`config.mk`:
```
export PLATFORM = sky130hd
export DESIGN_NAME = iteration_counter
export DESIGN_NICKNAME = d
export VERILOG_FILES = /design/src/logic/escape_control_pkg.sv /design/src/logic/iteration_counter.sv
export SDC_FILE = /design/constraint.sdc
export NUM_CORES = 1
export LEC_CHECK = 0
export BUFFER_PORTS_ARGS = -buffer_cell sky130_fd_sc_hd__buf_4
export CAP_MARGIN = 25
export CORE_AREA = 2 2 39 41
export CTS_CLUSTER_SIZE = 14
export DETAILED_ROUTE_END_ITERATION = 16
export DIE_AREA = 0 0 41 43
export MAX_ROUTING_LAYER = met4
export SLEW_MARGIN = 20
export SYNTH_ARGS = -nofsm -noshare
export SYNTH_HDL_FRONTEND = slang
export SYNTH_SLANG_ARGS = --single-unit
```
`constraint.sdc`:
```
create_clock -name clock -period 2.72 [get_ports clock]
set_input_delay 0.136 -clock clock [delete_from_list [all_inputs] [get_ports clock]]
set_output_delay 0.136 -clock clock [all_outputs]
set_load 0.1 [all_outputs]
```
`src/logic/escape_control_pkg.sv`:
```
package escape_control_pkg;

    localparam int COUNT_BITS = 8;

    typedef logic [COUNT_BITS-1:0] count_t;

    typedef enum logic [1:0] {
        state_idle,
        state_multiply,
        state_update,
        state_done
    } escape_state_t;

endpackage

```
`src/logic/iteration_counter.sv`:
```
`timescale 1ns/1ps

module iteration_counter
    import escape_control_pkg::*;
#(
    parameter int MAX_ITER = 64
) (
    input  logic   clock,
    input  logic   reset,
    input  logic   clear,
    input  logic   increment,
    output count_t count,
    output logic   at_limit
);

    localparam count_t LIMIT = count_t'(MAX_ITER);

    always_ff @(posedge clock) begin
        if (reset) begin
            count <= '0;
        end else if (clear) begin
            count <= '0;
        end else if (increment) begin
            count <= count + count_t'(1);
        end
    end

    // Limit reached, no further update allowed
    assign at_limit = (count == LIMIT);

endmodule

```
# --- Yosys cells after proc, flatten, opt, wreduce, memory -nomap -nowiden ---
# Index checks and enable logic that the tools add are counted.
# Widths: inputs -> output; s select.
word_totals:
  regBits: 8
  wordCells: 4
op_classes:
  addsub: 1
  reduce_logical: 1
  eq_ne: 1
ops:
  columns: ["cell", "count"]
  rows:
  - ["$add 8x1->8 const B", 1]
  - ["$eq 8x7->1 const B", 1]
  - ["$reduce_or 2->1", 1]

# --- Longest topological paths before layout ---
depth:
  word_depth: 1
  mapped_depth: 4
  mapped_depth_nobuf: 4

# --- Worst setup path before layout ---
# No wires, ideal clock.
synth_timing:
  kind: "flip-flop to output port"
  start: "register count[0]"
  end: "output at_limit"
  path_slack_ns: 0.582
  stages_incl_launch_ff: 5
  arrival_time_ns: 2.002
  cell_sequence: "dfxtp_1 -> inv_1 -> ha_1 -> nor4b_1 -> and3_1"
synth_via:
  elab_chain_cells: 1
synth_lines:
  columns: ["item", "line_no", "text"]
  rows:
  - ["start: declaration", "iteration_counter.sv:12", "output count_t count,"]
  - ["start signal: assignment", "iteration_counter.sv:24", "count <= count + count_t'(1);"]
  - ["$eq 8x7->1", "iteration_counter.sv:29", "assign at_limit = (count == LIMIT);"]
  - ["end: declaration", "iteration_counter.sv:13", "output logic at_limit"]
# No other way between the ends.

# --- Worst setup path in the final report ---
# Ends and elaborated chain as after synthesis.

==> key figures <==
Power and ir drop
  • P_int: around 180 uW
  • Comb pwr share: 9.0%
  • Power density of the placed cells: ~460 nW/um^2
  • Sw Share: about 24%
  • Leakage power total: 0.000217 uW
  • Peak VDD IR: about 0.00020 V
  • P_sw: 56.5 uW
  • Sequential fraction of design power: 51.5%
  • Clock power share: around two fifths

Critical path
  • Element type at the critical path end: output pin
  • Crit-path cells: inv_1, ha_1, nor4b_1, and3_1, buf_4
  • Startpoint types: flop
  • Maximum fanout along the worst path: 5
  • Crit path kind: flop to output pin
  • Required time reported for the critical path endpoint: about 2600 ps
  • Largest stage delay on the critical path: between 300 and 400 ps
  • CP arrival: around 1600 ps
  • Slowest cell on crit path: sky130_fd_sc_hd__dfxtp_1

Timing
  • Min cycle time layout: 1710 ps
  • Max Clock Skew: approximately 1.0 ps
  • Count of endpoints failing hold in the final timing report: 0
  • Final-layout setup total negative slack: 0 ps
  • Worst relative slew slack: 80.9%
  • Worst Tran Pin Value: between 200 and 300 ps
  • Number of max-slew violations in the final report: 0
  • Number of setup violations in the final report: 0
  • Unrepaired setup endpoints after global routing: no
  • Maximum frequency from static timing analysis: just under 0.6 GHz
  • Share of the clock period used by the worst path after layout: between 60% and 70%

Route
  • DRT Pass-1 Iters: 3
  • Post-detailed-route wirelength per cell: approximately 11 um
  • Remaining DRCs: 0
  • Detail-routed via count per cell: 5.15
  • Total via count in the routed design: between 300 and 400
  • Number of violations reported at the end of detailed-routing iteration 0: 3
  • Detail Route Antenna Nets: 0
  • Routed WL: about 800 um

Final layout
  • Commonest cells after routing, fill and taps aside: sky130_fd_sc_hd__buf_4, sky130_fd_sc_hd__dfxtp_1, sky130_fd_sc_hd__nor2_1
  • Diode count: 0
  • Leading registers by flop count: count: 8 flops
  • Largest register by flop count: count
  • Most frequent standard cell in the layout excluding fill and tap cells: sky130_fd_sc_hd__buf_4
  • Max reg flops: 8
  • Nets: 65
  • Layout cells sized above 1: 29.8%
  • Core occupancy in the finished layout: roughly 37%
  • Area Overhead vs Synth: 32.5%

Place
  • Number of buffers inserted by port buffering: 12
  • Global placer's final weighted congestion: 0.683
  • HPWL reported at the end of detailed placement: 560 um

Logic synthesis
  • Avg Inst Size Synth: 8.67 sq um
  • Distinct cells, synth: 19
  • Yosys warning count: 0
  • Post-Synthesis Cell Area: ~380 sq um
  • Seq/Total Area, Yosys: between 40% and 50%
  • Post-synthesis sequential element count: 8
  • Syn Nets: 50
  • Number of instances in the synthesized netlist: 44

Clock network
  • Clock transition at the registers of the reported paths: around 50 ps
  • Max Root-Sink Buffers: 2
  • CTS root buffer: sky130_fd_sc_hd__clkbuf_4
  • Number of buffers created by CTS: 3
  • CTS-repair resized insts: 0
  • H-tree depth: 1
  • CTS tree: built
  • Post-CTS Repair Setup Buffers: 0
  • CTS hold repair buffers: 0
  • Clk Latency, worst-skew pair: about 260 ps
  • Total clock sinks: 8

Global route
  • Tot GR Track Use: 11.2%
  • Global-route wire length before repair: about 1.3 mm
  • Number of global-route vias before repair: 293
  • Pin count of the biggest net entering global routing: 9
  • Number of antenna violations at the first check in global routing: 0
  • Total grt overflow: 0

Floorplanning
  • Initial core utilization: roughly 28%
  • Die Y-Extent: approximately 43 um
  • Die Area: roughly 1800 sq um
  • Top-level I/O count: 13
  • Chip width: 41 um
  • Core area: between 1000 and 1500 sq um
  • Cell Rows: 14

Outcome
  • Result of the run: completed

Run
  • Max-cap viol count: 0

Worst hold path
  • Hold crit path type: input port to flop
-- cells in the mapped netlist --
library cell | count | area (sq um)
sky130_fd_sc_hd__dfxtp_1 | 8 | 160
sky130_fd_sc_hd__nor4b_1 | 1 | 8.76
sky130_fd_sc_hd__nand2_1 | 2 | 7.51
sky130_fd_sc_hd__buf_2 | 1 | 5.00
sky130_fd_sc_hd__mux2i_1 | 1 | 10.0
sky130_fd_sc_hd__o21ai_0 | 3 | 15.0
sky130_fd_sc_hd__clkbuf_1 | 1 | 3.75
sky130_fd_sc_hd__and3_1 | 1 | 6.26
sky130_fd_sc_hd__xor2_1 | 3 | 26.3
sky130_fd_sc_hd__nand4_1 | 2 | 12.5
sky130_fd_sc_hd__nand3_1 | 2 | 10.0
sky130_fd_sc_hd__xnor2_1 | 1 | 8.76
sky130_fd_sc_hd__inv_1 | 2 | 7.51
sky130_fd_sc_hd__or3_1 | 3 | 18.8
sky130_fd_sc_hd__nor2_1 | 6 | 22.5
sky130_fd_sc_hd__nand4_2 | 1 | 12.5
sky130_fd_sc_hd__a21oi_1 | 3 | 15.0
sky130_fd_sc_hd__ha_1 | 2 | 25.0
sky130_fd_sc_hd__or2_2 | 1 | 6.26
-- routing by layer --
| layer | up-vias | GRT usage, % | wire length (um) |
|---|---|---|---|
| met5 | - | - | 0 |
| met3 | 3 | 7.85 | 70 |
| li1 | 180 | - | - |
| met2 | 14 | 14.7 | 352 |
| met4 | 0 | 4.00 | 11 |
| met1 | 179 | 13.2 | 349 |
-- final timing paths --
kind / from / slack (ps) / cells after the start / endpoint
worst min-delay path: increment / 180 / 3 / count[0]
worst max-delay path: count[0] / 1010 / 5 / at_limit
worst max register to register: count[0] / 1430 / 4 / count[6]
worst min register to register: count[7] / 510 / 2 / count[7]
-- cells by family (layout without fill, tap and decap cells) --
| group | after synthesis | in the layout | synth area share, % |
|---|---|---|---|
| buffers and inverters | 4 | 17 | 4.26 |
| XOR/XNOR | 4 | 4 | 9.18 |
| multiplexers | 1 | 1 | 2.62 |
| flip-flops | 8 | 8 | 42.0 |
| AO/OA/AOI/OAI | 6 | 6 | 7.87 |
| AND/OR/NAND/NOR | 19 | 19 | 27.5 |
| adder cells (fa/ha/maj) | 2 | 2 | 6.56 |
-- layout make-up --
class                   instances  area [sq um]
clock buffers                   3          22.5
fillers                       146           878
inverters                       2          7.51
multi-input cells              32           205
flip-flops and latches          8           160
well taps                      16          20.0
repair buffers                 12          90.1
-- metrics by stage --
stage               area (sq um)  total power (uW)  setup WS (ps)  hold slack [ps]  instances
detailed placement           483               144           1280              455         70
CTS                          505               237            991              183         73
global route                 505               248            915              201         73
finish                       505               233           1010              183         73
floorplan                    382               138            582              454         44
global placement             483               143           1300              442         70
-- power by group through the flow --
stage	sequential (uW)	combinational (uW)	clock (uW)
2_1_floorplan	130	8.09	0
3_3_place_gp	122	20.8	0
3_5_place_dp	122	21.3	0
4_1_cts	120	21.3	95.7
5_1_grt	120	22.6	105
6_report	120	21.0	92.0
-- critical path, delay by kind of cell, from the launching register on --
| family | cells | cell delay (ps) |
|---|---|---|
| buf+inv | 2 | 360 |
| flops | 1 | 360 |
| fa+ha+maj | 1 | 140 |
| simple gates | 2 | 460 |
No activity file was read; power rests on OpenSTA's default activity.
