==> config.mk <==
export PLATFORM = sky130hd
export DESIGN_NAME = escape_fsm
export DESIGN_NICKNAME = d
export VERILOG_FILES = /design/src/logic/escape_control_pkg.sv /design/src/logic/escape_fsm.sv
export SDC_FILE = /design/constraint.sdc
export NUM_CORES = 1
export LEC_CHECK = 0
export BUFFER_PORTS_ARGS = -buffer_cell sky130_fd_sc_hd__buf_2
export CAP_MARGIN = 20
export CORE_AREA = 2 2 39 41
export CTS_BUF_LIST = sky130_fd_sc_hd__clkbuf_16
export DETAILED_ROUTE_END_ITERATION = 8
export DIE_AREA = 0 0 41 43
export PLACE_DENSITY_LB_ADDON = 0.08
export SLEW_MARGIN = 20
export SYNTH_ARGS = -nofsm -noshare
export SYNTH_HDL_FRONTEND = slang
export SYNTH_SLANG_ARGS = --single-unit
==> constraint.sdc <==
create_clock -name clock -period 1.6 [get_ports clock]
set_input_delay 0.08 -clock clock [delete_from_list [all_inputs] [get_ports clock]]
set_output_delay 0.08 -clock clock [all_outputs]
set_load 0.03 [all_outputs]
==> src/logic/escape_control_pkg.sv <==
package escape_control_pkg;

    localparam int COUNT_BITS = 8;

    typedef logic [COUNT_BITS-1:0] count_t;

    typedef enum logic [1:0] {
        state_idle,
        state_multiply,
        state_update,
        state_done
    } escape_state_t;

endpackage

==> src/logic/escape_fsm.sv <==
`timescale 1ns/1ps

module escape_fsm
    import escape_control_pkg::*;
(
    input  logic clock,
    input  logic reset,
    input  logic point_valid,
    input  logic result_ready,
    input  logic escaped,
    input  logic at_limit,
    output logic point_ready,
    output logic result_valid,
    output logic load_point,
    output logic advance
);

    escape_state_t state;
    escape_state_t state_next;

    always_ff @(posedge clock) begin
        if (reset) begin
            state <= state_idle;
        end else begin
            state <= state_next;
        end
    end

    always_comb begin
        state_next = state;
        load_point = 1'b0;
        advance    = 1'b0;
        case (state)
            state_idle: begin
                if (point_valid) begin
                    load_point = 1'b1;
                    state_next = state_multiply;
                end
            end
            // Products of the current z land at the end of this cycle
            state_multiply: begin
                state_next = state_update;
            end
            state_update: begin
                if (escaped || at_limit) begin
                    state_next = state_done;
                end else begin
                    advance    = 1'b1;
                    state_next = state_multiply;
                end
            end
            state_done: begin
                // Hold the result until it is taken
                if (result_ready) begin
                    state_next = state_idle;
                end
            end
            default: begin
                state_next = state_idle;
            end
        endcase
    end

    assign point_ready  = (state == state_idle);
    assign result_valid = (state == state_done);

endmodule

Word level (Yosys, flattened, before mapping)
Index checks and enable logic that the tools add are counted.
{"block": "op_classes", "reduce_logical": 3, "muxes": 8, "eq_ne": 5}
{"operator": "2-bit case mux with 4 select lines", "n": 1}
{"operator": "2-bit 2-to-1 mux", "n": 3}
{"operator": "2-bit equality test (second input constant)", "n": 2}
{"operator": "1-bit 2-to-1 mux", "n": 4}
{"operator": "2-bit inequality test (second input constant)", "n": 2}
{"operator": "2-bit by 1-bit equality test with 1-bit output (second input constant)", "n": 1}
{"operator": "2-bit logical NOT", "n": 1}
{"operator": "2-bit AND reduction", "n": 1}
{"operator": "1-bit logical OR", "n": 1}
{"block": "word_totals", "register_bits": 2, "inputBits": 6, "elab_cells": 17, "output_inout_bits": 4}

Longest topological paths before layout
Gate-level depths: netlist (run 1).
{"block": "depth", "ltp_word": 3, "ltp_mapped": 2, "depth_no_buf": 2}

Worst setup path after synthesis (run 1)
OpenSTA, ideal clock, no wires.
{"block": "synth_timing", "kind": "register -> output", "start": "register state[1]", "end": "output port advance", "path_buffers": 0, "stages_incl_launch_ff": 2, "t_arrival_ns": 1.404, "setup_slack_ns": 0.116, "required_ns": 1.520, "path_cell_list": "dfxtp_1 nor4b_1"}
{"block": "synth_between", "elab_chain_len": 2}
{"item": "from (decl)", "line": "escape_fsm.sv:18", "source": "escape_state_t state;"}
{"item": "from (signal assigned)", "line": "escape_fsm.sv:23", "source": "state <= state_idle;"}
{"item": "from (signal assigned)", "line": "escape_fsm.sv:25", "source": "state <= state_next;"}
{"item": "2-bit equality test", "line": "escape_fsm.sv:33", "source": "case (state)"}
{"item": "1-bit 2-to-1 mux", "line": "escape_fsm.sv:33"}
{"item": "to (decl)", "line": "escape_fsm.sv:15", "source": "output logic advance"}
Every way passes these cells.

Worst setup path in the final report (run 1)
Same ends and word-level chain as after synthesis.

==> results of run 1 <==
[final cells by class]
cell class                      instances  area share, %
Inverter                                1           1.50
Clock buffer                            3           30.0
Multi-Input combinational cell          9           26.5
Timing Repair Buffer                    9           18.0
Tap cell                               16           8.00
Sequential cell                         2           16.0
[where the power goes]
part,internal (mW),switching [mW],leakage [nW]
Sequential,0.0552,0.00583,0.0166
Combinational,0.0193,0.0285,0.0597
Clock,0.318,0.0539,0.0370
Total,0.392,0.0883,0.113
[critical path: cells and delay by family, from the launching register on]
family | cells | cell delay (ns)
buffers and inverters | 1 | 0.25
and+or+nand+nor | 1 | 0.25
DFF | 1 | 0.39
[cell usage after synthesis (all sizes together)]
master,n,area [sq um]
nand2b,1,6.26
nor4b,1,8.76
o21ai,1,5.00
and2,2,15.0
a21oi,1,5.00
dfxtp,2,40.0
inv,1,3.75
a221oi,1,15.0
o21bai,1,7.51
nor2,1,3.75
[layout by cell type (no fill, tap or decap), drive strengths merged]
cell    synthesis  routed
a21oi           1       1
nor4b           1       1
o21bai          1       1
and2            2       2
dfxtp           2       2
a221oi          1       1
nor2            1       1
clkbuf          0       3
inv             1       1
buf             0       9
o21ai           1       1
nand2b          1       1
[per-layer routing]
metal / vias to the layer above / part of all wire, % / routed length [um] / GRT usage (%)
li1: 67 / - / - / -
met1: 58 / 34 / 109 / 3.19
met2: 7 / 48 / 156 / 5.94
met3: 0 / 18 / 57 / 4.71
met4: 0 / 0 / 0 / 8.00
met5: - / 0 / 0 / 0
[cells by family (layout without fill, tap and decap cells)]
| group | count (synthesis) | in the layout | synth area share (%) |
|---|---|---|---|
| AO/OA/AOI/OAI | 4 | 4 | 29.5 |
| buffers and inverters | 1 | 13 | 3.41 |
| flip-flops | 2 | 2 | 36.4 |
| AND/OR/NAND/NOR | 5 | 5 | 30.7 |
[how the worst max path moves through the flow]
stage | slack [ns] | from | end
4_1_cts | 0.40 | state[1] | advance
3_5_place_dp | 0.65 | state[1] | advance
6_report | 0.41 | state[1] | advance
2_1_floorplan | 0.12 | state[1] | advance
5_1_grt | 0.30 | state[1] | advance
3_3_place_gp | 0.63 | state[1] | advance
[metrics by stage]
| stage | total power [mW] | hold WS [ns] | area [sq um] | std cells | setup WS, ns |
|---|---|---|---|---|---|
| after global placement | 0.111 | 0.279 | 175 | 37 | 0.632 |
| after CTS | 0.490 | 0.0490 | 250 | 40 | 0.403 |
| final | 0.480 | 0.0524 | 250 | 40 | 0.407 |
| after detailed placement | 0.110 | 0.277 | 175 | 37 | 0.649 |
| after floorplan | 0.0923 | 0.146 | 110 | 12 | 0.116 |
| after global routing | 0.501 | 0.0551 | 250 | 40 | 0.298 |
==> summary.txt, run 1 <==
Post-CTS setup buffer count - 0
RSZ-0062 raised after global routing - false
CP Data Arrival Time - 1.11 ns
Largest stage delay on the critical path - 0.39 ns
Clk sinks - 2
Die area - 1760 sq um
Worst-Margin Slew - 0.248 ns
Largest Register - state
Largest net degree at the start of global routing - 7
DRT Pass-1 Iters - 2
Worst-path cell chain - nor4b_1 -> buf_2
Clock Pin Slew Worst Setup and Hold Paths - 0.03 ns
# diodes - 0
Seq cells post-synth - 2
Pwr per Cell Area - 1920 nW/um^2
Max-slew violation count - 0
Clock insertion delay at the later pin of the skew report - 0.22 ns
Longest Clk Path Bufs - 2
R2R Setup Slk - 0.76 ns
GRT Residual Overflow - 0
Worst min-delay path category - in -> reg
Drt initial violations - 1
Hold Path Sink - state[1]
TNS Setup - 0 ns
CTS tree - done
Vias - 132
Max stage delay cell, worst path - dfxtp_1
First-pass GRT wire length - 483 um
Max-cap viol count - 0
Die H - 43 um
Largest regs - state: 2 flops
Reg area - 40.0 sq um
Synthesized instance count - 12
DRC viols - 0
Remaining antenna violation count after routing - 0
Post-Syn Nets - 18
WHS Path Cells - 2
CP Capture Type - output port
Max reg flops - 2
CTS Buf Count - 3
Startpoint Class - flop
Reg2reg path depth - 2
Number of I/O pins - 10
Status - finished clean
Multi-input logic area - 66.3 sq um
Initial Util - 7.96%
CP required - 1.52 ns
CP max FO - 6
Sequential share of the synthesized area - 36.4%
FILL cells - 166
Die width - 41 um
Slew Limit Headroom - 83.3%
Syn-to-layout area delta - 127%
Vias per inst - 3.30
DR WL/cell - 8.05 um
Cell Area, Synth - 110 sq um
Skew final - 0.0000872 ns
Antenna violations before repair - 0
CTS H-tree lvls - 1
Cts hold-fix bufs - 0
Total GRT Usage - 5.01%
Row count - 14
Gp weighted congestion - 0.494
# nets final - 32
Total Routed Length - 322 um
Worst hold start - reset
Core Util, Final - 18.1%
Syn Area/Cell - 9.18 sq um
Finish-stage setup viols - 0
Post-route clock period utilization - 74.6%
Reg2Reg Capture Point - state[1]
Max frequency - 838 MHz
Clock Root Buffer - clkbuf_16
Worst R2R Start - state[1]
Static leakage - 0.113 nW
Synth warn - 0
Hold Vio Cnt, Final - 0
Core ar. - 1380 sq um
Worst VDD drop - 0.310 mV
# port buffers - 9
CP Class - reg -> out
PostCTS Resize Cnt - 0
Layout cells sized above 1 - 58.3%
Number of global-route vias before repair - 142
Fin crit period - 1.19 ns
Post-synth cell types - 11
(Power assumes the default switching activity.)
==> inputs of run 2 (changes only) <==
==> constraint.sdc (replaced) <==
create_clock -name clock -period 1.07 [get_ports clock]
set_input_delay 0.0535 -clock clock [delete_from_list [all_inputs] [get_ports clock]]
set_output_delay 0.0535 -clock clock [all_outputs]
set_load 0.03 [all_outputs]
==> run 2 against run 1 <==
- core utilization grew 2.3 points
- clock power grew 49%
- die area stayed put
- clock skew increased by 0.0026 ns
- critical path depth rose by 1
- setup slack worse by 0.36 ns
- register-to-register slack worse by 0.56 ns
- hold slack got worse by 0.038 ns
- sequential power rose by 59%
- via count rose by 3.8%
- global-route usage hardly changed
- highest routed layer unchanged
==> summary.txt, run 2 (synthesis results as in run 1) <==
Status - finished clean
Syn-to-layout area delta - 156%
Core Util, Final - 20.3% (+2.3 points)
Vias - 137 (+3.8%)
Finish-stage setup viols - 0 (unchanged)
Setup WS post-layout - 0.0469 ns (-0.360 ns)
Max frequency - 977 MHz
Drt initial violations - 0 (-1)
Setup WS pre-CTS - 0.164 ns (-0.485 ns)
WP depth - 3 (+1)
Hold Path Sink - state[1]
# nets final - 32 (unchanged)
Clock Pin Slew Worst Setup and Hold Paths - 0.03 ns (about the same)
Post-CTS setup buffer count - 0 (unchanged)
Worst-path cell chain - nor2_2 -> and2_1 -> buf_4
CP max FO - 5 (-1)
Layout cells sized above 1 - 75.0% (+17 points)
Reg2Reg Capture Point - state[1]
Hold Vio Cnt, Final - 0 (unchanged)
GRT Residual Overflow - 0 (unchanged)
Max-slew violation count - 0 (unchanged)
Largest stage delay on the critical path - 0.38 ns (about the same)
Most frequent cells in the layout - buf_2, clkbuf_16
Fin crit period - 1.02 ns
Die H - 43 um (unchanged)
CP Data Arrival Time - 0.97 ns (-0.14 ns)
CTS tree - done
Hold WS - 0.0141 ns (-0.0382 ns)
Static leakage - 0.119 nW (+5.2%)
Uppermost layer routed - met3
CP required - 1.02 ns (-0.50 ns)
Crit path max-delay family - flip-flops
Row count - 14 (unchanged)
Largest regs - state: 2 flops
Remaining antenna violation count after routing - 0 (unchanged)
Gp weighted congestion - 0.513 (+3.8%)
Largest Register - state
CTS H-tree lvls - 1 (unchanged)
CP Class - reg -> out
R2R Setup Slk - 0.20 ns (-0.56 ns)
Combinational power share - 11.2% (+1.2 points)
Initial Util - 7.96% (unchanged)
Max-cap viol count - 0 (unchanged)
Buffers & Inverters on Critical Path - 1 (unchanged)
Pwr per Cell Area - 2600 nW/um^2 (+35%)
Total chip power - 0.732 mW (+52%)
Worst VDD drop - 0.861 mV (+180%)
Reg2reg path depth - 2 (unchanged)
Worst min-delay path category - in -> reg
WHS Path Cells - 2 (unchanged)
Clock Root Buffer - clkbuf_16
Worst hold start - reset
Psw - 0.137 mW (+56%)
Clock share of power - 75.5% (-1.9 points)
# diodes - 0 (unchanged)
Slew Limit Headroom - 84.7% (+1.4 points)
Core ar. - 1380 sq um (unchanged)
DRT Pass-1 Iters - 1 (-1)
Number of global-route vias before repair - 137 (-3.5%)
Total Routed Length - 363 um (+13%)
Startpoint Class - flop
Met1 wire length - 124 um (+14%)
Most common cell after layout, fill and taps aside - buf_2
Detailed placement HPWL - 262 um
Max reg flops - 2 (unchanged)
First-pass GRT wire length - 531 um (+9.9%)
Sw Share - 18.8% (+0.40 points)
RSZ-0062 raised after global routing - false
Clk sinks - 2 (unchanged)
Metal3 WL - 58 um (+1.8%)
Worst R2R Start - state[1]
Die area - 1760 sq um (unchanged)
Worst-Margin Slew - 0.227 ns (-0.0201 ns)
TNS Setup - 0 ns (unchanged)
Longest Clk Path Bufs - 2 (unchanged)
CP Capture Type - output port
DRC viols - 0 (unchanged)
Clock insertion delay at the later pin of the skew report - 0.22 ns (about the same)
Register share of total power - 13.2% (+0.5 points)
CTS Buf Count - 3 (unchanged)
Skew final - 0.00271 ns (+0.00262 ns)
Antenna violations before repair - 0 (unchanged)
Cell internal pwr - 0.594 mW (+52%)
Die width - 41 um (unchanged)
Post-route clock period utilization - 95.6%
Largest net degree at the start of global routing - 7 (unchanged)
Number of I/O pins - 10 (unchanged)
Max stage delay cell, worst path - dfxtp_2
Met2 wire length - 180 um (+15%)
# port buffers - 9 (unchanged)
DR WL/cell - 9.08 um (+13%)
Vias per inst - 3.43 (+3.8%)
Total GRT Usage - 5.01% (-0.0050 points)
[run 2: cell types whose count changed in the layout (fill, tap and decap cells not counted)]
cell     before  now
buf_2         9    7
dfxtp_1       2    0
buf_4         0    1
buf_6         0    1
dfxtp_2       0    1
dfxtp_4       0    1
nor2_1        1    0
nor2_2        0    1
nor4b_1       1    0
nor4b_4       0    1
[run 2: layout make-up]
cell class	count	area (sq um)
sequential	2	45.0
clock buffer	3	75.1
inverter	1	3.75
tap	16	20.0
fill	158	1100
multi-input combinational	9	83.8
timing repair buffer	9	53.8
[run 2: metrics by stage]
| step | cells | cell area, sq um |
|---|---|---|
| after floorplan | 12 | 119 |
| after global placement | 37 | 184 |
| after detailed placement | 37 | 184 |
| after CTS | 40 | 264 |
| after global routing | 40 | 282 |
| final | 40 | 282 |
[run 2: power groups by stage]
stage | Combinational [mW] | Clock, mW | Sequential, mW
floorplan | 0.0499 | 0 | 0.0918
global placement | 0.0764 | 0 | 0.0948
detailed placement | 0.0756 | 0 | 0.0947
CTS | 0.0770 | 0.563 | 0.0959
global route | 0.0887 | 0.573 | 0.0986
finish | 0.0823 | 0.553 | 0.0968
[run 2: worst max-delay path by stage]
stage / from / to / slack (ns)
after global placement: state[0] / advance / 0.17
after floorplan: state[0] / advance / 0.008
after global routing: state[0] / load_point / 0.02
after detailed placement: state[1] / advance / 0.16
after CTS: state[1] / advance / 0.01
final: state[0] / load_point / 0.05
[run 2: repair_timing]
| item | 4_1_cts | 5_1_grt |
|---|---|---|
| gates cloned | 0 | 0 |
| endpoints found under the setup margin | 3 | 2 |
| hold buffers | 0 | 0 |
| pin swaps | 1 | 0 |
| resized for setup | 3 | 5 |
[run 2: metal layers]
metal  vias up  GRT usage, %
met2         7          5.63
met3         0          4.71
met1        63          5.41
met5         -             0
li1         67             -
met4         0          4.00
