<file path="config.mk">
export PLATFORM = sky130hd
export DESIGN_NAME = orbit_update_flat
export DESIGN_NICKNAME = d
export VERILOG_FILES = /design/src/logic/fixed_point_pkg.sv /design/src/logic/orbit_if.sv /design/src/logic/orbit_update.sv /design/src/flat_wrapper.sv
export SDC_FILE = /design/constraint.sdc
export NUM_CORES = 1
export LEC_CHECK = 0
export ABC_AREA = 1
export ABC_CLOCK_PERIOD_IN_PS = 3600
export CAP_MARGIN = 20
export CORE_MARGIN = 4
export CORE_UTILIZATION = 35
export CTS_CLUSTER_DIAMETER = 30
export DETAILED_ROUTE_END_ITERATION = 8
export DONT_BUFFER_PORTS = 1
export REMOVE_ABC_BUFFERS = 1
export SYNTH_ARGS = -nofsm -noshare
export SYNTH_HDL_FRONTEND = slang
export SYNTH_SLANG_ARGS = --single-unit
</file>
<file path="constraint.sdc">
create_clock -name clock -period 3.6 [get_ports clock]
set_input_delay 0.36 -clock clock [delete_from_list [all_inputs] [get_ports clock]]
set_output_delay 0.36 -clock clock [all_outputs]
set_load 0.02 [all_outputs]
</file>
<file path="src/logic/fixed_point_pkg.sv">
package fixed_point_pkg;

    // Signed word with 23 fraction bits, range -8 to +8
    localparam int WORD_BITS = 27;
    localparam int FRAC_BITS = 23;

    // Magnitude keeps the full integer growth of two squares
    localparam int MAG_INT_BITS = 8;
    localparam int MAG_BITS = FRAC_BITS + MAG_INT_BITS;

    localparam int PRODUCT_BITS = 2 * WORD_BITS;

    typedef logic signed [WORD_BITS-1:0] fixed_word_t;

    typedef logic signed [PRODUCT_BITS-1:0] product_t;

    typedef struct packed {
        logic [MAG_INT_BITS-1:0] int_part;
        logic [FRAC_BITS-1:0]    frac;
    } mag_fields_t;

    // Written as one word by the adder, read by field in the radius compare
    typedef union packed {
        logic [MAG_BITS-1:0] raw;
        mag_fields_t         fields;
    } mag_word_t;

endpackage

</file>
<file path="src/logic/orbit_if.sv">
`timescale 1ns/1ps

interface orbit_if
    import fixed_point_pkg::*;
();

    // Current orbit point
    fixed_word_t zre;
    fixed_word_t zim;

    // Registered squares and doubled cross product of z
    product_t p_rr;
    product_t p_ii;
    product_t p_ri2;

    modport update (
        output zre, zim,
        input  p_rr, p_ii, p_ri2
    );

    modport multiplier (
        input  zre, zim,
        output p_rr, p_ii, p_ri2
    );

endinterface

</file>
<file path="src/logic/orbit_update.sv">
`timescale 1ns/1ps

module orbit_update
    import fixed_point_pkg::*;
#(
    parameter int DIVERGENCE_RADIUS = 4
) (
    input  logic        clock,
    input  logic        reset,
    input  logic        load_point,
    input  logic        advance,
    input  fixed_word_t load_cre,
    input  fixed_word_t load_cim,
    orbit_if.update     orbit,
    output logic        escaped
);

    localparam logic [MAG_INT_BITS-1:0] RADIUS = MAG_INT_BITS'(DIVERGENCE_RADIUS);

    fixed_word_t cre;
    fixed_word_t cim;
    fixed_word_t zre;
    fixed_word_t zim;

    product_t    re_diff;
    product_t    re_shift;
    product_t    im_shift;
    fixed_word_t zre_next;
    fixed_word_t zim_next;

    // One spare bit so the sum of two squares cannot wrap
    logic [PRODUCT_BITS:0] mag_sum;
    mag_word_t             mag;

    // Point c of the orbit in flight
    always_ff @(posedge clock) begin
        if (load_point) begin
            cre <= load_cre;
            cim <= load_cim;
        end
    end

    always_ff @(posedge clock) begin
        if (reset) begin
            zre <= '0;
            zim <= '0;
        end else if (load_point) begin
            zre <= '0;
            zim <= '0;
        end else if (advance) begin
            zre <= zre_next;
            zim <= zim_next;
        end
    end

    assign orbit.zre = zre;
    assign orbit.zim = zim;

    // z*z + c with a floor shift back to the word format and a wrapping add
    always_comb begin
        re_diff  = orbit.p_rr - orbit.p_ii;
        re_shift = re_diff >>> FRAC_BITS;
        im_shift = orbit.p_ri2 >>> FRAC_BITS;
        zre_next = fixed_word_t'(re_shift) + cre;
        zim_next = fixed_word_t'(im_shift) + cim;
    end

    // |z|^2 of the current z
    always_comb begin
        mag_sum = {1'b0, orbit.p_rr} + {1'b0, orbit.p_ii};
        mag.raw = mag_sum[FRAC_BITS +: MAG_BITS];
    end

    assign escaped = (mag.fields.int_part >= RADIUS);

endmodule

</file>
<file path="src/flat_wrapper.sv">
// flat-port wrapper written by rule: the top's interface ports become plain ports
module orbit_update_flat import fixed_point_pkg::*;
#(
    parameter int DIVERGENCE_RADIUS = 4
)
  (clock, reset, load_point, advance, load_cre, load_cim, escaped, orbit_zre, orbit_zim, orbit_p_rr, orbit_p_ii, orbit_p_ri2);
  orbit_if orbit_i ();
  input  logic clock;
  input  logic reset;
  input  logic load_point;
  input  logic advance;
  input  fixed_word_t load_cre;
  input  fixed_word_t load_cim;
  output logic escaped;
  output wire logic [$bits(orbit_i.zre)-1:0] orbit_zre;
  output wire logic [$bits(orbit_i.zim)-1:0] orbit_zim;
  input wire logic [$bits(orbit_i.p_rr)-1:0] orbit_p_rr;
  input wire logic [$bits(orbit_i.p_ii)-1:0] orbit_p_ii;
  input wire logic [$bits(orbit_i.p_ri2)-1:0] orbit_p_ri2;
  assign orbit_zre = orbit_i.zre;
  assign orbit_zim = orbit_i.zim;
  assign orbit_i.p_rr = orbit_p_rr;
  assign orbit_i.p_ii = orbit_p_ii;
  assign orbit_i.p_ri2 = orbit_p_ri2;
  orbit_update #(.DIVERGENCE_RADIUS(DIVERGENCE_RADIUS)) u_core (.clock(clock), .reset(reset), .load_point(load_point), .advance(advance), .load_cre(load_cre), .load_cim(load_cim), .orbit(orbit_i), .escaped(escaped));
endmodule
</file>
# Yosys cells after proc, flatten, opt, wreduce, memory -nomap -nowiden
# Index checks and enable logic that the tools add are counted.
# totals
reg_bits	108
inputBits	220
output_inout_bits	55
wordCells	10
# classes
n_addsub	4
magnitude_cmp	1
n_reduce_logical	1
# op_table
op	n
27-bit adder	2
54-bit adder	1
50-bit subtractor	1
8-bit by 3-bit greater-or-equal comparator with 1-bit output (second input constant)	1
2-bit OR reduction	1

# Logic depth before layout (Yosys ltp)
# Gate-level depths: netlist (run 1).
# logic_depth
ltp_word	2
mapped_depth	29
depth_no_buf	28

# Worst setup path before layout (run 1)
# No wires, ideal clock.
# synth_timing
kind	input -> register
startpoint	input orbit_p_ii[20]
endpoint	register u_core.zre[24], in the netlist u_core.orbit.zre[24]
setup_ps	109
arrival_ps	3265
required_ps	3491
path_slack_ps	226
cell_stages	24
path_buffers	1
cell_sequence	inv_1 > ha_1 > buf_2 > a21oi_1 > o21bai_1 > a21oi_1 > nand2_1 > a21oi_1 > xor2_1 > ha_1 > inv_1 > fa_1 > inv_1 > nand3_1 > nand2_1 > a21boi_2 > o21ai_0 > nand2_1 > nand2_1 > nand2_1 > nand3_1 > nand3_1 > nand2_1 > inv_1
# synth_between
elab_chain_len	2
# synth_lines
item	line_no	rtl
from (decl)	flat_wrapper.sv:18	input wire logic [$bits(orbit_i.p_ii)-1:0] orbit_p_ii;
50-bit subtractor	orbit_update.sv:61	re_diff = orbit.p_rr - orbit.p_ii;
27-bit adder	orbit_update.sv:64	zre_next = fixed_word_t'(re_shift) + cre;
to (signal assigned)	orbit_update.sv:51	zre <= zre_next;
to (decl)	orbit_update.sv:22	fixed_word_t zre;
# No other way between the ends.
# A chain may end at the register's enable or synchronous reset.

# Worst setup path in the final report (run 1)
# layout_timing
startpoint	input orbit_p_ii[16]
endpoint	register u_core.zre[26], in the netlist u_core.orbit.zre[26]
# The elaborated chain is that of the path after synthesis.

==> impl_metrics.tcl, run 1 <==
set metrics [dict create \
    final_nets 2678 \
    pin_slew_with_the_least_headroom_to_its_limit_ns 0.8470 \
    largest_fanout_on_the_critical_path 5 \
    htree_levels 3 \
    insertion_delay_ns 0.35 \
    r2r.worst_path.cells 15 \
    cts_root_buf "clkbuf_16" \
    clock_tree.buffer_depth 2 \
    syn-mean-instance-area_um2 6.185 \
    relSlewSlack_pct 43.47 \
    placement_rows 70 \
    antenna_violating_nets_post_route 0 \
    fraction_of_power_consumed_by_combinational_cells_pct 52.2 \
    async_reset_ff_share_pct 0 \
    critical_register_to_register_path_startpoint "u_core.cim[0]$_DFFE_PP_" \
    ctsHoldBuffers 0 \
    grt_pass1_wl_mm 70.44 \
    critPathSlowestCell "ha_1" \
    finalMaxSlewViolations 0 \
    drc_errors 0 \
    layout_cells_excl_fill 2777 \
    fp.dieArea_um2 40440 \
    synth.lib_cells_used.distinct 48 \
    hold_violations 0 \
    placement.setup.worst_slack_ns -0.2083 \
    globalplace.congestion 0.9986 \
    drive_gt1_share_pct 13.99 \
    number_of_flops_mapped_to_enable_cells_by_yosys 54 \
    layout_worst_path_cycle_share_pct 93.86 \
    finalSetupViolCount 0 \
    startpoint_of_the_worst_hold_path "load_cre[2]" \
    power.ir.vdd_worst_v 0.0001884 \
    clk_transition_reported_paths_ns 0.07 \
    initial_core_util_pct 35.56 \
    worst_hold_path.num_cells 0 \
    grt_max_degree 85 \
    dp.cells 2760 \
    drt-vias-per-instance 5.014 \
    power.share.switching_pct 41.27 \
    fp.coreArea_um2 36700 \
    groute.usage.overall_pct 21.60 \
    post-dp-hpwl_mm 39.50 \
    whs_ns 0.09752 \
    result_of_the_run "complete, no violations" \
    grt_antenna_before_repair 1 \
    powerDensity_nw_per_um2 340.1 \
    maxClockFrequency_ghz 0.2960 \
    p_seq_share_pct 28.6 \
    grt.overflow.total 0 \
    areaGrowthSynthToFinish_pct 18.88 \
    synth_area_um2 13050 \
    post-synth-top-count-cell "nand2_1" \
    ys.warnings.count 0 \
    ys_top_cells_by_area "nand2_1 15%, ha_1 15%, edfxtp_1 12%" \
    synth_top_cell_area_share_pct 15.13 \
    syn-instance-count 2110 \
    wirelength_mm 45.90 \
    post-route-worst-setup-slack_ns 0.2211 \
    ys_ff_latch 108 \
    top_level_ports 275 \
    p_switching_w 0.002177 \
    placement.io_buffers 0 \
    worst_path_most_repeated_cell "nand2_1" \
    clock_tree_from_tritoncts "yes" \
    vias 13925 \
    synth.yosys.seq_area_share_pct 20.71 \
    crit_path_cell_trace "inv_1, ha_1, buf_4, nand2_1, nor2_1, inv_1, buf_4, nor3_2, a21oi_2, o21bai_2, xor2_1, ha_1, a21oi_1, o21ai_0, a21oi_1, nand3_2, nand2_1, nand2_1, nand3_1, nand2_1, nor2_1, nor2_1" \
    fin_worst_skew_ns 0.007247 \
    total_power_w 0.005276 \
    drtIter0Drc 667 \
    ys_dominant_reg_cell "edfxtp_1" \
    synth.cells.most_frequent "526 x nand2_1, 357 x inv_1, 282 x nor2_1, 161 x a21oi_1, 153 x ha_1" \
    die_height_um 201.1 \
    first_drt_pass_iteration_count 5 \
    worst_hold_path.endpoint "u_core.cre[2]$_DFFE_PP_" \
    drv.max_cap_violation_count 0 \
    synthDominantAreaCellType "nand2_1" \
    critPathCaptureType "register" \
    clock_buffer_count_from_cts 9 \
    timing.critical_path.required_ns 3.85 \
    internal_power_w 0.003098 \
    worst-setup-path-type "in -> reg" \
    first_global_vias 13644 \
    finalWorstPathRequiredPeriod_ns 3.379 \
    rr_endpoint "u_core.orbit.zim[24]$_SDFFE_PP0P_" \
    clock_sink_count 108 \
    power.leakage_nw 8.049 \
    utilization_pct 42.27 \
    critPathLaunchType "input port" \
    power_frac_clock_pct 19.2 \
    cp_slowest_stage_delay_ns 0.35 \
    die_outline_width_um 201.1 \
    critPathArrivalTime_ns 3.63 \
    reg2reg_setup_slack_ns 1.01 \
    wl_per_cell_um 16.53 \
    hold_path_class "in -> reg" \
]
flip-flops by register name (all words and copies together) (netlist names):
register	cells
u_core.orbit.zim	27
u_core.orbit.zre	27
u_core.cre	27
u_core.cim	27
stage by stage:
step | TNS (ns) | cell area, µm²
6_report | 0 | 15510
5_1_grt | -0.01055 | 15510
4_1_cts | 0 | 15380
3_5_place_dp | -1.930 | 15090
3_3_place_gp | -1.510 | 15090
2_1_floorplan | 0 | 12840
cells in the final DEF, fill, tap and decap left out, types with 40 or more instances in the layout:
cell and count:
ha_1 150, inv_1 357, buf_4 221, nand2_1 524, a21oi_1 148, o21bai_1 40, edfxtp_1 54, dfxtp_1 54
nand3_1 97, o21ai_0 102, nor2_1 279
layout make-up:
class | count | area [µm²]
fillers | 3987 | 21180
multi-input cells | 1593 | 8882
flip-flops and latches | 108 | 2703
repair buffers | 221 | 1659
inverters | 370 | 1389
well taps | 468 | 585.6
clock buffers | 11 | 232.7
clock inverters | 5 | 60.06
diodes | 1 | 2.502
repair_timing:
item,CTS,global route
gates resized for setup,0,34
setup buffers,0,0
setup endpoints to repair,0,15
layer usage:
| metal | part of all wire [%] | GRT usage (%) | up-vias |
|---|---|---|---|
| li1 | - | - | 7163 |
| met1 | 43 | 26.98 | 6281 |
| met2 | 46 | 37.51 | 414 |
| met3 | 7.5 | 4.625 | 67 |
| met4 | 3.0 | 6.318 | 0 |
| met5 | 0 | 0 | - |
worst max-delay path: cells and delay by family:
family | cells | cell delay (ns)
AO/OA/AOI/OAI | 5 | 0.80
XOR/XNOR | 1 | 0.26
adder cells (fa/ha/maj) | 2 | 0.69
buffers and inverters | 4 | 0.42
AND/OR/NAND/NOR | 10 | 1.08
power groups by stage:
stage | clock [W] | sequential, W | combinational, W
after floorplan | 0 | 0.00150 | 0.00163
after global placement | 0 | 0.00154 | 0.00267
after detailed placement | 0 | 0.00154 | 0.00268
after CTS | 0.00104 | 0.00151 | 0.00269
after global routing | 0.00109 | 0.00152 | 0.00308
final | 0.00101 | 0.00151 | 0.00275
worst max path at each step:
stage	from	endpoint
floorplan	orbit_p_ii[20]	u_core.orbit.zre[24]$_SDFFE_PP0P_
global placement	orbit_p_ii[25]	u_core.orbit.zre[26]$_SDFFE_PP0P_
detailed placement	orbit_p_ii[20]	u_core.orbit.zre[24]$_SDFFE_PP0P_
CTS	orbit_p_ii[20]	u_core.orbit.zre[24]$_SDFFE_PP0P_
global route	orbit_p_ii[39]	u_core.orbit.zre[22]$_SDFFE_PP0P_
finish	orbit_p_ii[16]	u_core.orbit.zre[26]$_SDFFE_PP0P_
kinds of logic after synthesis:
logic type                 synth area share, %
and+or+nand+nor                          32.86
AOI/OAI and AO/OA                        15.67
xor gates and xnor gates                 3.557
DFF                                      20.71
buffers and inverters                    12.23
adders and majority gates                14.98
(Power assumes the default switching activity.)
==> inputs of run 2 (changes only) <==
- ABC_CLOCK_PERIOD_IN_PS: 3600 -> 4140
- clock period: 3.6 -> 4.14 ns (I/O delays scaled with it)
==> run 2 against run 1 <==
  * Design area shrank 9.7%
  * Setup slack improved by 0.23 ns
  * First-iteration DRC count is 24% higher
  * Wire length shrank 4.0%
==> impl_metrics.tcl, run 2 (synthesized netlist as in run 1, its figures left out) <==
set metrics [dict create \
    placement.io_buffers 0 \
    top_level_ports 275 \
    power.share.switching_pct 43.56 \
    timing.critical_path.depth 24 \
    final_nets 2496 \
    grt_antenna_before_repair 1 \
    cts_root_buf "clkbuf_16" \
    cts_repair_resize_count 0 \
    finalWorstPathRequiredPeriod_ns 3.686 \
    worst-setup-path-type "in -> reg" \
    placement.setup.worst_slack_ns 0.09950 \
    insertion_delay_ns 0.36 \
    worstPathBufferInverterCount 4 \
    crit_path_cell_trace "inv_1, ha_1, nand2_1, nand2_1, o21bai_1, a21oi_1, nand2_1, a21oi_1, xor2_1, ha_1, inv_1, fa_1, inv_1, nand3_1, nand2_1, a21boi_2, o21ai_0, nand2_1, nand2_1, nand2_1, nand3_1, nand3_1, nand2_1, inv_1" \
    drive_gt1_share_pct 5.268 \
    first_drt_pass_iteration_count 5 \
    first_global_vias 13250 \
    grt_pass1_wl_mm 68.85 \
    power_frac_clock_pct 20.5 \
    fill_cells 4018 \
    initial_core_util_pct 35.56 \
    utilization_pct 38.19 \
    critical_register_to_register_path_startpoint "u_core.cre[0]$_DFFE_PP_" \
    p_switching_w 0.001802 \
    areaGrowthSynthToFinish_pct 7.382 \
    total_power_w 0.004137 \
    critPathLaunchType "input port" \
    clock_tree_from_tritoncts "yes" \
    drc_errors 0 \
    power.leakage_nw 7.150 \
    die_outline_width_um 201.1 \
    finalMaxSlewViolations 0 \
    drv.max_cap_violation_count 0 \
    wl_per_cell_um 16.98 \
    layout_worst_path_cycle_share_pct 89.04 \
    vias 13205 \
    placement_rows 70 \
    timing.critical_path.required_ns 4.40 \
    relSlewSlack_pct 39.44 \
    post-cts-setup-buffer-count 0 \
    power.ir.vdd_worst_v 0.0001732 \
    crit_family "simple AND/OR/NAND/NOR gates" \
    finalSetupViolCount 0 \
    grt.overflow.total 0 \
    htree_levels 3 \
    drt-vias-per-instance 5.087 \
    clock_tree.buffer_depth 2 \
    clock_buffer_count_from_cts 9 \
    r2r.worst_path.cells 15 \
    clock_sink_count 108 \
    critPathSlowestCell "fa_1" \
    fin_worst_skew_ns 0.01226 \
    powerDensity_nw_per_um2 295.2 \
    post-route-worst-setup-slack_ns 0.4536 \
    most_common_library_cell_in_the_layout_ignoring_fill_and_taps "nand2_1" \
    ff_latch_area_um2 2703 \
    ctsHoldBuffers 0 \
    layout_cells_excl_fill 2596 \
    fp.dieArea_um2 40440 \
    groute.usage.overall_pct 21.07 \
    pin_slew_with_the_least_headroom_to_its_limit_ns 0.9073 \
    critPathArrivalTime_ns 3.95 \
    largest_fanout_on_the_critical_path 6 \
    totalNegativeSetupSlack_ns 0 \
    post-dp-hpwl_mm 37.83 \
    worst_setup_path_endpoint "u_core.orbit.zre[20]$_SDFFE_PP0P_" \
    worst_path_most_repeated_cell "nand2_1" \
    dp.cells 2578 \
    wirelength_mm 44.09 \
    globalplace.congestion 0.9747 \
    setup_repair_after_global_routing_missed_its_margin "false" \
    p_seq_share_pct 31.7 \
    die_height_um 201.1 \
    startpoint "orbit_p_ii[22]" \
    reg2reg_setup_slack_ns 1.62 \
    fp.coreArea_um2 36700 \
    hold_violations 0 \
    hold_path_class "in -> reg" \
    antenna_violating_nets_post_route 0 \
    critPathCaptureType "register" \
    rr_endpoint "u_core.orbit.zre[20]$_SDFFE_PP0P_" \
    maxClockFrequency_ghz 0.2713 \
    drtIter0Drc 827 \
    internal_power_w 0.002335 \
    cp_slowest_stage_delay_ns 0.42 \
    fraction_of_power_consumed_by_combinational_cells_pct 47.8 \
    grt_max_degree 85 \
    most_used_cells_in_the_layout_excluding_fill_and_tap_cells "526 x nand2_1, 357 x inv_1, 282 x nor2_1" \
    multi_input_area_um2 8751 \
    result_of_the_run "complete, no violations" \
    clk_transition_reported_paths_ns 0.08 \
]
[run 2: cell count changes in the layout (fill, tap and decap cells not counted), sizes merged]
cell	change
clkbuf	-1
diode	+1
clkinv	+2
buf	-182
bufinv	-1
[run 2: metrics by stage]
stage,cell area [µm²],hold slack [ns]
finish,14010,0.1438
detailed placement,13720,0.5129
floorplan,12840,0.5056
CTS,14010,0.1288
global route,14010,0.1221
global placement,13720,0.5129
[run 2: area by class of cell]
| type | instances | area share (%) |
|---|---|---|
| multi-input combinational | 1593 | 62.45 |
| clock buffer | 10 | 1.705 |
| tap | 468 | 4.179 |
| inverter | 370 | 9.911 |
| timing repair buffer | 39 | 2.089 |
| antenna | 2 | 0.03571 |
| sequential | 108 | 19.29 |
| clock inverter | 6 | 0.3482 |
[run 2: worst register-to-register path: stages, from the launching register on]
cell	delay [ns]
edfxtp_1	0.33
ha_1	0.22
inv_1	0.10
fa_1	0.42
inv_1	0.13
nand3_1	0.08
nand2_1	0.12
a21boi_2	0.07
o21ai_0	0.32
nand2_1	0.14
nand2_1	0.15
nand2_1	0.09
nand3_1	0.07
nand3_1	0.10
nand2_1	0.06
inv_1	0.03
[run 2: power by group through the flow]
stage | registers, W | logic, W | clock network [W]
2_1_floorplan | 0.00130 | 0.00142 | 0
3_3_place_gp | 0.00134 | 0.00195 | 0
3_5_place_dp | 0.00134 | 0.00196 | 0
4_1_cts | 0.00131 | 0.00197 | 0.000872
5_1_grt | 0.00132 | 0.00224 | 0.000921
6_report | 0.00131 | 0.00198 | 0.000848
[run 2: worst min path at each step]
| stage | startpoint | endpoint | slack, ns | cells past startpoint |
|---|---|---|---|---|
| 6_report | load_cim[0] | u_core.cim[0]$_DFFE_PP_ | 0.14 | 0 |
| 5_1_grt | load_cre[14] | u_core.cre[14]$_DFFE_PP_ | 0.12 | 0 |
| 4_1_cts | load_cre[26] | u_core.cre[26]$_DFFE_PP_ | 0.13 | 0 |
| 3_5_place_dp | load_cim[11] | u_core.cim[11]$_DFFE_PP_ | 0.51 | 0 |
| 3_3_place_gp | load_cim[18] | u_core.cim[18]$_DFFE_PP_ | 0.51 | 0 |
| 2_1_floorplan | advance | u_core.orbit.zim[1]$_SDFFE_PP0P_ | 0.51 | 1 |
[run 2: layer usage]
metal | vias to the layer above | part of all wire, % | track usage (%)
li1 | 6802 | - | -
met1 | 5914 | 43 | 26.42
met2 | 421 | 46 | 36.17
met3 | 68 | 7.3 | 4.239
met4 | 0 | 3.6 | 7.203
met5 | - | 0 | 0
